$ cat src/verilog/attn_pkg.sv
`default_nettype none

package attn_pkg;

	// Lane count and Q8.8 number format
	localparam int lane_count = 32;
	localparam int fix_width = 16;
	localparam int frac_bits = 8;
	localparam int prod_width = 2 * fix_width;

	// Multiplier register plus two adder tree register stages
	localparam int engine_latency = 3;

	typedef logic signed [fix_width-1:0] fix_t;

	// Lane 0 sits in the low 16 bits
	typedef struct packed {
		fix_t [lane_count-1:0] lanes;
	} row_t;

	typedef struct packed {
		logic valid;
		row_t row;
	} row_beat_t;

	typedef struct packed {
		logic valid;
		fix_t value;
	} result_t;

endpackage

`default_nettype wire

$ cat src/verilog/apb_pkg.sv
`default_nettype none

package apb_pkg;

	localparam int apb_addr_width = 8;
	localparam int apb_data_width = 32;

	// Result counter width in the status register
	localparam int count_width = 16;

	// Two Q8.8 weights per 32-bit word
	localparam int weight_words = 16;
	localparam int weight_idx_width = $clog2(weight_words);
	localparam logic [apb_addr_width-1:0] weight_span = apb_addr_width'(weight_words * 4);

	typedef struct packed {
		logic psel;
		logic penable;
		logic pwrite;
		logic [apb_addr_width-1:0] paddr;
		logic [apb_data_width-1:0] pwdata;
	} apb_req_t;

	typedef struct packed {
		logic [apb_data_width-1:0] prdata;
		logic pready;
		logic pslverr;
	} apb_rsp_t;

	typedef enum logic [apb_addr_width-1:0] {
		ctrl_addr = 8'h00,
		status_addr = 8'h04,
		weight_base = 8'h40
	} reg_addr_e;

endpackage

`default_nettype wire

$ cat src/verilog/weight_regs.sv
`default_nettype none

module weight_regs (
	input logic clk,
	input logic reset,
	input apb_pkg::apb_req_t apb_req,
	output apb_pkg::apb_rsp_t apb_rsp,
	input logic result_valid,
	output logic enable,
	output attn_pkg::row_t weights
);
	import attn_pkg::*;
	import apb_pkg::*;

	logic [apb_data_width-1:0] weight_q [weight_words];
	logic [count_width-1:0] result_count;
	logic [apb_addr_width-1:0] weight_offset;
	logic [weight_idx_width-1:0] word_idx;
	logic access;
	logic is_ctrl;
	logic is_status;
	logic is_weight;
	logic addr_err;
	logic wr_en;
	logic [apb_data_width-1:0] rd_data;

	// No wait states, so every access cycle completes
	assign access = apb_req.psel & apb_req.penable;

	// Addresses below the weight window wrap to a large offset
	assign weight_offset = apb_req.paddr - weight_base;
	assign word_idx = weight_offset[2 +: weight_idx_width];

	always_comb begin
		is_ctrl = 1'b0;
		is_status = 1'b0;
		case (apb_req.paddr)
			ctrl_addr: begin
				is_ctrl = 1'b1;
			end
			status_addr: begin
				is_status = 1'b1;
			end
			default: begin
				is_ctrl = 1'b0;
			end
		endcase
	end

	assign is_weight = (weight_offset < weight_span) && (weight_offset[1:0] == 2'b00);

	// Status is read-only
	assign addr_err = ~(is_ctrl | is_status | is_weight) | (apb_req.pwrite & is_status);
	assign wr_en = access & apb_req.pwrite & ~addr_err;

	always_ff @(posedge clk) begin
		if (!reset) begin
			enable <= 1'b0;
			for (int k = 0; k < weight_words; k++) begin
				weight_q[k] <= '0;
			end
		end else if (wr_en) begin
			if (is_ctrl) begin
				enable <= apb_req.pwdata[0];
			end
			if (is_weight) begin
				weight_q[word_idx] <= apb_req.pwdata;
			end
		end
	end

	// Counts results leaving the engine, wraps at 2^16
	always_ff @(posedge clk) begin
		if (!reset) begin
			result_count <= '0;
		end else if (result_valid) begin
			result_count <= result_count + 1'b1;
		end
	end

	always_comb begin
		rd_data = '0;
		if (is_ctrl) begin
			rd_data[0] = enable;
		end else if (is_status) begin
			rd_data[count_width-1:0] = result_count;
		end else if (is_weight) begin
			rd_data = weight_q[word_idx];
		end
	end

	assign apb_rsp.prdata = rd_data;
	assign apb_rsp.pready = access;
	assign apb_rsp.pslverr = access & addr_err;

	// Even lane in the low half of each word
	for (genvar k = 0; k < weight_words; k++) begin : g_unpack
		assign weights.lanes[2 * k] = weight_q[k][fix_width-1:0];
		assign weights.lanes[2 * k + 1] = weight_q[k][apb_data_width-1:fix_width];
	end

endmodule

`default_nettype wire

$ cat config.mk
export PLATFORM = sky130hd
export DESIGN_NAME = weight_regs
export DESIGN_NICKNAME = d
export VERILOG_FILES = /design/src/verilog/attn_pkg.sv /design/src/verilog/apb_pkg.sv /design/src/verilog/weight_regs.sv
export SDC_FILE = /design/constraint.sdc
export NUM_CORES = 1
export LEC_CHECK = 0
export CAP_MARGIN = 20
export CORE_AREA = 2 2 261 263
export CTS_BUF_LIST = sky130_fd_sc_hd__clkbuf_4
export CTS_CLUSTER_SIZE = 12
export DETAILED_ROUTE_END_ITERATION = 16
export DIE_AREA = 0 0 263 265
export DONT_BUFFER_PORTS = 1
export HOLD_SLACK_MARGIN = 0.05
export PLACE_DENSITY = 0.49
export SYNTH_ARGS = -nofsm -noshare
export SYNTH_HDL_FRONTEND = slang
export SYNTH_SLANG_ARGS = --single-unit
$ cat constraint.sdc
create_clock -name clk -period 5.35 [get_ports clk]
set_clock_uncertainty 0.2 [all_clocks]
set_input_delay 0.8025 -clock clk [delete_from_list [all_inputs] [get_ports clk]]
set_output_delay 0.8025 -clock clk [all_outputs]
set_load 0.01 [all_outputs]
* Word level (Yosys, flattened, before mapping)
Memory sizes are Yosys's and may differ from the RTL's.
Index checks and enable logic that the tools add are counted.
** Word-level totals
- Register bits :: 17
- Memory bits (writable) :: 512
- Bits of input ports :: 46
- Output and inout bits :: 547
- Logic and storage cells :: 37
- Memories :: 1
** Memories
- weight_q :: depth 16, width 32, rd ports 17, clocked after memory_dff 0, wr ports 16, line weight_regs.sv:15 : logic [apb_data_width-1:0] weight_q [weight_words];
** Cells by class
- Add/subtract/negate cells :: 2
- $lt $le $gt $ge :: 1
- Equality and inequality tests :: 1
- Muxes and demuxes :: 15
- Bitwise logic cells :: 10
- Reductions and logical operators :: 5
** Operators with widths (count)
- two-way mux 32 bit :: 2
- two-way mux 16 bit :: 2
- OR reduction 32 bit :: 1
- two-way mux 31 bit :: 1
- adder 16 x 1 -> 16 bit (second input constant) :: 1
- two-way mux 1 bit :: 9
- == test 8 x 3 -> 1 bit (second input constant) :: 1
- zero test 8 bit :: 1
- less-than comparator 8 x 7 -> 1 bit (second input constant) :: 1
- subtractor 8 x 7 -> 8 bit (second input constant) :: 1
- AND 1 bit :: 5
- two-way mux 4 bit :: 1
- bitwise OR 1 bit :: 3
- zero test 2 bit :: 1
- inverter 1 bit :: 2
- AND reduction 2 bit :: 1
- logical AND 1 bit :: 1

* Longest topological paths before layout
Gate-level depths: netlist (run 1).
- Depth after elaboration :: 13
- Gate-level depth with buffers :: 8

* Worst setup path before layout (run 1)
No wires, ideal clock.
- Path type :: input port to flip-flop
- From :: input port apb_req[40] (netlist bit)
- To :: memory weight_q[10][0], enable pin
- Setup time :: 466 ps
- Arrival :: 4013 ps
- Required time :: 4684 ps
- Setup slack :: 672 ps
- Cell stages on the path :: 6
- Cells stage by stage :: and3_1 and2_0 clkbuf_1 nand4_1 clkbuf_1 o21ai_0
** RTL lines
- start, declared :: line weight_regs.sv:6 : input apb_pkg::apb_req_t apb_req,
- end, declared :: line weight_regs.sv:15

==> results of run 1 <==
synth_stat cells (all sizes together), types with 3 or more instances:
| library cell | number |
|---|---|
| o22ai | 16 |
| clkbuf | 38 |
| and4 | 3 |
| xor2 | 8 |
| dfxtp | 17 |
| nand4 | 5 |
| or3 | 3 |
| nand2b | 3 |
| o211ai | 15 |
| buf | 85 |
| mux2i | 55 |
| a22oi | 17 |
| nand3 | 6 |
| and2 | 5 |
| mux4 | 126 |
| inv | 4 |
| nor2 | 528 |
| nand2 | 155 |
| o21ai | 22 |
| and3 | 4 |
| edfxtp | 512 |
metal layers:
layer  GRT usage, %  wire (um)  share of wire [%]
met3           8.60      10200                 11
met4           8.42       2210                2.3
met5              0          0                  0
met2           44.5      46600                 49
met1           34.0      36600                 38
cells by family (layout without fill, tap and decap cells):
logic type | count (synthesis) | count (layout) | share of synthesized area [%]
flops | 529 | 529 | 67.7
buf+inv | 127 | 329 | 2.79
compound gates | 76 | 76 | 2.13
fa+ha+maj | 1 | 1 | 0.0539
other cells | 0 | 4 | 0
mux | 181 | 181 | 14.6
xor+xnor | 10 | 10 | 0.377
simple gates | 723 | 723 | 12.3
per-stage QoR:
stage / cells / instance area (um^2) / worst slack [ps] / hold WS [ps] / util (%)
finish: 2726 / 26600 / 1520 / 156 / 39.8
global route: 2725 / 26600 / 1410 / 73.2 / 39.8
CTS: 2722 / 26600 / 1430 / 51.1 / 39.8
detailed placement: 2437 / 24300 / 1360 / 336 / 36.4
global placement: 2436 / 24300 / 1400 / 331 / 36.4
floorplan: 1647 / 23200 / 672 / 243 / -
worst paths after layout:
kind / endpoint / slack [ps] / cells after the start
worst max-delay path: apb_rsp[3] / 1520 / 4
worst min-delay path: weight_q[13][8] / 160 / 1
worst max register to register: result_count[10] / 3370 / 5
worst min register to register: result_count[15] / 330 / 2
report_power, final:
group          switching (W)  total [W]  internal (W)
clock network        0.00179    0.00380       0.00201
logic               0.000327   0.000571      0.000244
registers           0.000339    0.00509       0.00475
total                0.00246    0.00946       0.00700
flip-flops by register name, indices dropped and copies added (netlist names):
| register | count |
|---|---|
| enable | 1 |
| weight_q | 512 |
| result_count | 16 |
area by class of cell:
type,instances,area (um^2),area share [%]
Clock inverter,36,274,1.03
Clock buffer,212,1590,5.99
Multi-Input combinational cell,991,7070,26.6
Timing Repair Buffer,77,801,3.01
Inverter,4,15.0,0.0565
Antenna cell,4,10.0,0.0377
Tap cell,873,1090,4.11
Sequential cell,529,15700,59.1
critical path: stages:
cell	delay, ps
nor4b_4	430
nand2_2	540
buf_4	480
o211ai_1	560
==> impl_metrics.tcl, run 1 <==
set metrics [dict create \
    wire_per_inst_um 35.1 \
    worstSetupStartpointType "primary input" \
    synth_top_area_share_pct 66.2 \
    seq_area_frac_synth_pct 67.7 \
    antenna_found_initial 6 \
    cts-root-buf "clkbuf_4" \
    clk_pin_slew_worst_paths_ps 60 \
    insertion_delay_ps 990 \
    ys_top_cells_by_area "edfxtp_1 66%, mux4_2 12%, nor2_1 8.5%, nand2_1 2.5%, mux2i_1 2.4%" \
    rows 95 \
    finalSetupViolCount 0 \
    hp-class "in -> reg" \
    hold_violations 0 \
    cts_hold_buf 37 \
    grt.total_usage_pct 27.0 \
    ys.flop_type "edfxtp_1" \
    slew_headroom_pct 27.2 \
    antenna_left 0 \
    finalCritPeriodShare_pct 71.5 \
    finalSetupTns_ps 0 \
    total_power_w 0.00946 \
    r2r-start "result_count[0]" \
    rsz0062_at_grt "false" \
    p_per_area_mw_per_mm2 356 \
    drc 0 \
    h-tree-depth 4 \
    die-area_mm2 0.0697 \
    firstDrtPassIters 5 \
    fmax_mhz 261 \
    cts_buffer_depth 3 \
    final_common_cell "nor2_1" \
    first_iter_violations 1688 \
    grt_overflow 0 \
    via_per_inst 5.82 \
    synth_edf_count 512 \
    area.growth.synth_to_final_pct 14.5 \
    synth_top_area_cell "edfxtp_1" \
    finalWeightedCongestion 0.853 \
    wl_um 95600 \
    start_util_pct 34.7 \
    die_h_um 265 \
    cts_setup_buffers 0 \
    clock-sinks 529 \
    syn_nets 1694 \
    ir_worst_vdd_uv 144 \
    worst_pin_slew_ps 1090 \
    async_flop_share_pct 0 \
    port_buffers 0 \
    max_cap_viol_count 0 \
    core_area_mm2 0.0668 \
    netlist_instances 1647 \
    crit_arrival_ps 2820 \
    nNetsFinal 1794 \
    status "complete, no violations" \
    grt_max_degree 137 \
    cts_made_buffers 144 \
    worstSetupEndpointType "output pin" \
    p_leak_nw 8.43 \
    cp.required_ps 4350 \
    route.vias.total 15900 \
    crit_start "apb_req[39]" \
    period_minus_slack_ps 3830 \
    worstSetupPathType "in -> out" \
    hold_path.startpoint "reset" \
    drive_above_1_share_pct 23.0 \
    ys_seq_elements 529 \
    io_pins 593 \
    hpwl_um 62300 \
    synth.distinct_cells 42 \
    grt_pass1_wl_um 130000 \
    critPathMaxFanout 16 \
    yosysWarnings 0 \
    fillers 6365 \
    synthesis.area_mm2 0.0232 \
    cts-resized-gates 0 \
    cts_tree "yes" \
    final-max-slew-violation-count 0 \
    layout.cells.most_common_list "527 x nor2_1, 512 x edfxtp_1, 212 x clkbuf_4, 153 x nand2_1, 126 x mux4_2" \
    die_width_um 263 \
    avgSynthCellArea_um2 14.1 \
    grt_pass1_vias 16000 \
]
Note: power is estimated with default switching activity, not from simulation.
==> run 2, diff against run 1 <==
--- a/config.mk
+++ b/config.mk
@@ -13,7 +13,7 @@
 export DIE_AREA = 0 0 263 265
 export DONT_BUFFER_PORTS = 1
 export HOLD_SLACK_MARGIN = 0.05
-export PLACE_DENSITY = 0.49
+export PLACE_DENSITY = 0.5
 export SYNTH_ARGS = -nofsm -noshare
 export SYNTH_HDL_FRONTEND = slang
 export SYNTH_SLANG_ARGS = --single-unit
==> constraint.sdc (replaced) <==
create_clock -name clk -period 3.3 [get_ports clk]
set_clock_uncertainty 0.2 [all_clocks]
set_input_delay 0.495 -clock clk [delete_from_list [all_inputs] [get_ports clk]]
set_output_delay 0.495 -clock clk [all_outputs]
set_load 0.01 [all_outputs]
==> run 2 against run 1 <==
Net effect: largest cell class unchanged; hold slack better by 42 ps; critical path depth stayed put; critical path type is now reg -> out; sequential share of layout area is 0.65 points lower; non-clock buffer count is 52 higher; final cell count is 1.5% higher.
==> impl_metrics.tcl, run 2 (synthesized netlist as in run 1, its figures left out) <==
set metrics [dict create \
    final-max-slew-violation-count 0 \
    status "complete, no violations" \
    final_common_cell "nor2_1" \
    rows 95 \
    grt.total_usage_pct 27.1 \
    grt_pass1_vias 15900 \
    cp.required_ps 2600 \
    p_per_area_mw_per_mm2 557 \
    hpwl_um 61200 \
    io_pins 593 \
    final_core_util_pct 40.2 \
    insertion_delay_ps 930 \
    top_regs "weight_q: 512 flops, result_count: 16 flops, enable: 1 flops" \
    cp_slowest_stage_delay_ps 570 \
    fmax_mhz 308 \
    slew_headroom_pct 43.5 \
    die_width_um 263 \
    clk_pin_slew_worst_paths_ps 70 \
    hp-class "in -> reg" \
    rsz0062_at_grt "true" \
    place_inst 2475 \
    wl_um 96200 \
    drc 0 \
    die_h_um 265 \
    max_cap_viol_count 0 \
    worstSetupStartpointType "flop" \
    ir_worst_vdd_uv 267 \
    firstDrtPassIters 5 \
    start_util_pct 34.7 \
    worst_pin_slew_ps 848 \
    layout.cells.most_common_list "527 x nor2_1, 512 x edfxtp_1, 200 x clkbuf_4, 153 x nand2_1, 126 x mux4_2" \
    cts-root-buf "clkbuf_4" \
    cts_made_buffers 141 \
    drive_above_1_share_pct 24.1 \
    largest_register "weight_q" \
    grt_overflow 0 \
    finalWeightedCongestion 0.845 \
    antenna_found_initial 5 \
    fillers 6321 \
    via_per_inst 5.83 \
    antenna_left 0 \
    p_leak_nw 8.60 \
    cp_top_family "multiplexers" \
    nNetsFinal 1843 \
    crit_arrival_ps 2550 \
    critPathMaxFanout 2 \
    area.growth.synth_to_final_pct 15.8 \
    grt_max_degree 135 \
    finalSetupViolCount 0 \
    period_minus_slack_ps 3240 \
    grt_pass1_wl_um 130000 \
    finalCritPeriodShare_pct 98.3 \
    cts_buffer_depth 3 \
    first_iter_violations 1892 \
    fin_cells 2767 \
    finalSetupTns_ps 0 \
    critPathBufInv 1 \
    path_cells "mux4_2 -> mux2i_2 -> o211ai_1 -> buf_4" \
    port_buffers 0 \
    largest_reg_flops 512 \
    cts_setup_buffers 0 \
    clock-sinks 529 \
    worstSetupEndpointType "output pin" \
    cts_tree "yes" \
    route.vias.total 16100 \
    hold_violations 0 \
    worstSetupPathType "reg -> out" \
    die-area_mm2 0.0697 \
    h-tree-depth 4 \
    cp_slowest_cell "edfxtp_1" \
    core_area_mm2 0.0668 \
    wire_per_inst_um 34.8 \
]
run 2: per-layer routing:
metal / vias to the layer above / GRT usage (%) / share of wire [%]
li1: 6429 / - / -
met1: 8307 / 33.9 / 38
met2: 1205 / 43.1 / 48
met3: 180 / 10.3 / 11
met4: 6 / 9.75 / 3.1
met5: - / 0 / 0.042
run 2: where the power goes:
| part | switching, W | leakage [nW] | internal (W) |
|---|---|---|---|
| Clock | 0.00283 | 1.02 | 0.00294 |
| Combinational | 0.000555 | 2.58 | 0.000413 |
| Sequential | 0.000540 | 5.00 | 0.00770 |
run 2: worst paths after layout:
kind / from / to / slack, ps / cells past startpoint
max reg2reg: result_count[2] / result_count[15] / 960 / 5
max: weight_q[15][1] / apb_rsp[3] / 60 / 4
min: apb_req[36] / weight_q[9][4] / 200 / 4
min reg2reg: result_count[11] / result_count[11] / 300 / 2
run 2: area by class of cell:
cell class,instances,area [um^2],share of cell area [%]
sequential,529,15700,58.5
multi-input combinational,991,7100,26.4
antenna,4,10.0,0.0373
clock inverter,37,216,0.806
inverter,4,15.0,0.0559
timing repair buffer,129,1210,4.52
tap,873,1090,4.07
clock buffer,200,1500,5.59
run 2: stage by stage:
stage | worst slack (ps) | hold WS, ps | power (W) | area [um^2]
5_1_grt | -65.9 | 120 | 0.0155 | 26900
6_report | 55.3 | 198 | 0.0150 | 26900
2_1_floorplan | -209 | 243 | 0.00879 | 23300
3_3_place_gp | 470 | 274 | 0.00925 | 24600
3_5_place_dp | 529 | 269 | 0.00925 | 24600
4_1_cts | -58.6 | 61.2 | 0.0151 | 26800
run 2: timing repair:
item	in CTS	in global routing
hold endpoints to repair	1041	0
resized for setup	7	1
endpoints found under the setup margin	5	2
pin swaps	0	0
hold buffers	51	0
run 2: worst reg2reg max path: stages (launching register included):
cell and delay (ps):
dfxtp_1 420, and4_1 360, nand3_1 230, nor3_1 320
mux2i_1 210, dlygate4sd3_1 550
==> run 3, diff against run 2 <==
--- a/config.mk
+++ b/config.mk
@@ -5,12 +5,13 @@
 export SDC_FILE = /design/constraint.sdc
 export NUM_CORES = 1
 export LEC_CHECK = 0
+export ABC_AREA = 1
 export CAP_MARGIN = 20
-export CORE_AREA = 2 2 261 263
+export CORE_AREA = 2 2 260 262
 export CTS_BUF_LIST = sky130_fd_sc_hd__clkbuf_4
 export CTS_CLUSTER_SIZE = 12
 export DETAILED_ROUTE_END_ITERATION = 16
-export DIE_AREA = 0 0 263 265
+export DIE_AREA = 0 0 262 264
 export DONT_BUFFER_PORTS = 1
 export HOLD_SLACK_MARGIN = 0.05
 export PLACE_DENSITY = 0.5
==> run 3 against run 2 <==
Net effect: non-clock buffer count decreased by 2; final cell count grew 18%; synthesized cell count is 32% higher; highest routed layer is now met4; hold slack got worse by 7.4 ps; global-route usage increased by 2.2 points; maximum frequency grew 1.2%.
==> impl_metrics.tcl, run 3 <==
set metrics [dict create \
    critPathBufInv 5 \
    ff2ff_setup_slack_ps 1240 \
    port_buffers 0 \
    wire_per_inst_um 31.7 \
    h-tree-depth 4 \
    synth_edf_count 512 \
    firstDrtPassIters 9 \
    rsz0062_at_grt "true" \
    worst_pin_slew_ps 861 \
    finalSetupViolCount 0 \
    regToRegEndpoint "enable" \
    avgSynthCellArea_um2 10.6 \
    syn_nets 2215 \
    hold_depth 4 \
    cts_tree "yes" \
    fillers 6586 \
    route.vias.total 18900 \
    crit_arrival_ps 2510 \
    ff2ff_path_depth 6 \
    die_width_um 262 \
    cp_top_family "buffers and inverters" \
    grt_overflow 0 \
    rows 95 \
    p_per_area_mw_per_mm2 578 \
    cts-root-buf "clkbuf_4" \
    top_regs "weight_q: 512 flops, result_count: 16 flops, enable: 1 flops" \
    layout.cells.most_common_list "529 x nand2_1, 512 x edfxtp_1, 502 x nor2_1, 217 x clkbuf_4, 159 x a22oi_1" \
    slew_headroom_pct 42.5 \
    final_core_util_pct 40.1 \
    clock-sinks 529 \
    fmax_mhz 312 \
    drc 0 \
    path_cells "inv_2 -> nor2_4 -> dlygate4sd3_1 -> buf_12 -> buf_4 -> a22oi_1 -> nand2_1 -> nand2_1 -> nand2_1 -> nor2_2 -> nor2_1 -> buf_4" \
    wl_um 103000 \
    cp_slowest_stage_delay_ps 630 \
    finalSetupTns_ps 0 \
    nNetsFinal 2328 \
    drive_above_1_share_pct 15.4 \
    ys_seq_elements 529 \
    grt_max_degree 91 \
    total_power_w 0.0154 \
    ys.flop_type "edfxtp_1" \
    grt_pass1_vias 18400 \
    worstSetupStartpointType "primary input" \
    r2r-start "enable" \
    period_minus_slack_ps 3210 \
    antenna_left 0 \
    holdWs_ps 191 \
    fin_ws_ps 93.0 \
    finalCritPeriodShare_pct 97.2 \
    start_util_pct 34.5 \
    synth_top_area_cell "edfxtp_1" \
    first_iter_violations 2471 \
    cts_buffer_depth 3 \
    final-max-slew-violation-count 0 \
    finalWeightedCongestion 0.897 \
    synthesis.area_mm2 0.0230 \
    cts_made_buffers 147 \
    core_area_mm2 0.0666 \
    via_per_inst 5.77 \
    hold_path.startpoint "apb_req[37]" \
    grt_pass1_wl_um 141000 \
    netlist_instances 2168 \
    cp.required_ps 2600 \
    synth.most_common_cell "nand2_1" \
    clk_pin_slew_worst_paths_ps 70 \
    io_pins 593 \
    ys_top_cells_by_area "edfxtp_1 67%, nand2_1 8.9%, nor2_1 8.3%, a22oi_1 5.2%, clkbuf_1 1.7%" \
    final_common_cell "nand2_1" \
    worst_path_most_repeated_cell "nand2_1" \
    synth.distinct_cells 25 \
    critPathMaxFanout 28 \
    worstSetupPathType "in -> out" \
    synth_top_area_share_pct 66.9 \
    antenna_found_initial 4 \
    seq_area_frac_synth_pct 68.3 \
    hp-class "in -> reg" \
    pre_cts_ws_ps 511 \
    hpwl_um 67500 \
    status "complete, no violations" \
    largest_reg_flops 512 \
    area.growth.synth_to_final_pct 16.1 \
    insertion_delay_ps 950 \
    async_flop_share_pct 0 \
    cp_slowest_cell "dlygate4sd3_1" \
    hold_violations 0 \
    grt.total_usage_pct 29.3 \
    largest_register "weight_q" \
    hold_end "weight_q[4][11]" \
    die_h_um 264 \
    die-area_mm2 0.0692 \
    worstSetupEndpointType "output pin" \
    synthTopCellsByCount "547 x nand2_1, 512 x edfxtp_1, 507 x nor2_1" \
    max_cap_viol_count 0 \
    yosysWarnings 0 \
    ir_worst_vdd_uv 254 \
    p_leak_nw 10.2 \
]
[run 3: how the worst max path moves through the flow]
stage                               start             end  depth (start not counted)
after floorplan               apb_req[33]  weight_q[9][0]                          6
after global placement        apb_req[37]  weight_q[7][2]                         11
after detailed placement      apb_req[37]  weight_q[7][2]                         11
after CTS                 weight_q[4][31]     apb_rsp[33]                          7
after global routing      weight_q[4][31]     apb_rsp[33]                          7
final                         apb_req[34]     apb_rsp[33]                         12
[run 3: worst register-to-register path: cells and delay by family, from the launching register on]
| family | cells | cell delay, ps |
|---|---|---|
| simple gates | 3 | 220 |
| flops | 1 | 400 |
| buf+inv | 3 | 1190 |
[run 3: per-layer routing]
layer / global-route usage [%] / vias up / wire (um)
li1: - / 7761 / -
met1: 36.8 / 9377 / 38500
met2: 45.5 / 1452 / 48200
met3: 10.4 / 262 / 12700
met4: 12.7 / 0 / 4040
met5: 0 / - / 0
[run 3: per-stage QoR]
stage | area, um^2 | cells
CTS | 26700 | 3262
global route | 26700 | 3265
global placement | 24300 | 2960
finish | 26700 | 3265
detailed placement | 24300 | 2960
floorplan | 23000 | 2168
[run 3: cells by family after synthesis]
logic type      Yosys count  synth area share [%]
compound gates          201                  6.13
xor+xnor                  1                0.0381
fa+ha+maj                 1                0.0544
buf+inv                 233                  4.41
flops                   529                  68.3
simple gates           1203                  21.0
[run 3: final cells by class]
cell class                      count  area [um^2]  area share, %
Antenna cell                        3         7.51         0.0281
Clock inverter                     40          238          0.891
Sequential cell                   529        15700           58.9
Tap cell                          873         1090           4.09
Timing Repair Buffer              127         1330           5.00
Clock buffer                      217         1630           6.10
Multi-Input combinational cell   1406         6410           24.0
Inverter                           70          265          0.994
[run 3: power breakdown]
part,switching (W),internal [W],leakage [nW]
Combinational,0.000779,0.000286,4.05
Sequential,0.000550,0.00769,5.00
Clock,0.00294,0.00317,1.10
Total,0.00427,0.0111,10.2
[run 3: what timing repair did]
action                                  4_1_cts  5_1_grt
buffers inserted                              0        0
hold buffers                                 45        0
pin swaps                                     3        2
endpoints found under the setup margin        3        3
endpoints found under the hold margin      1041        0
gates resized for setup                       5        5
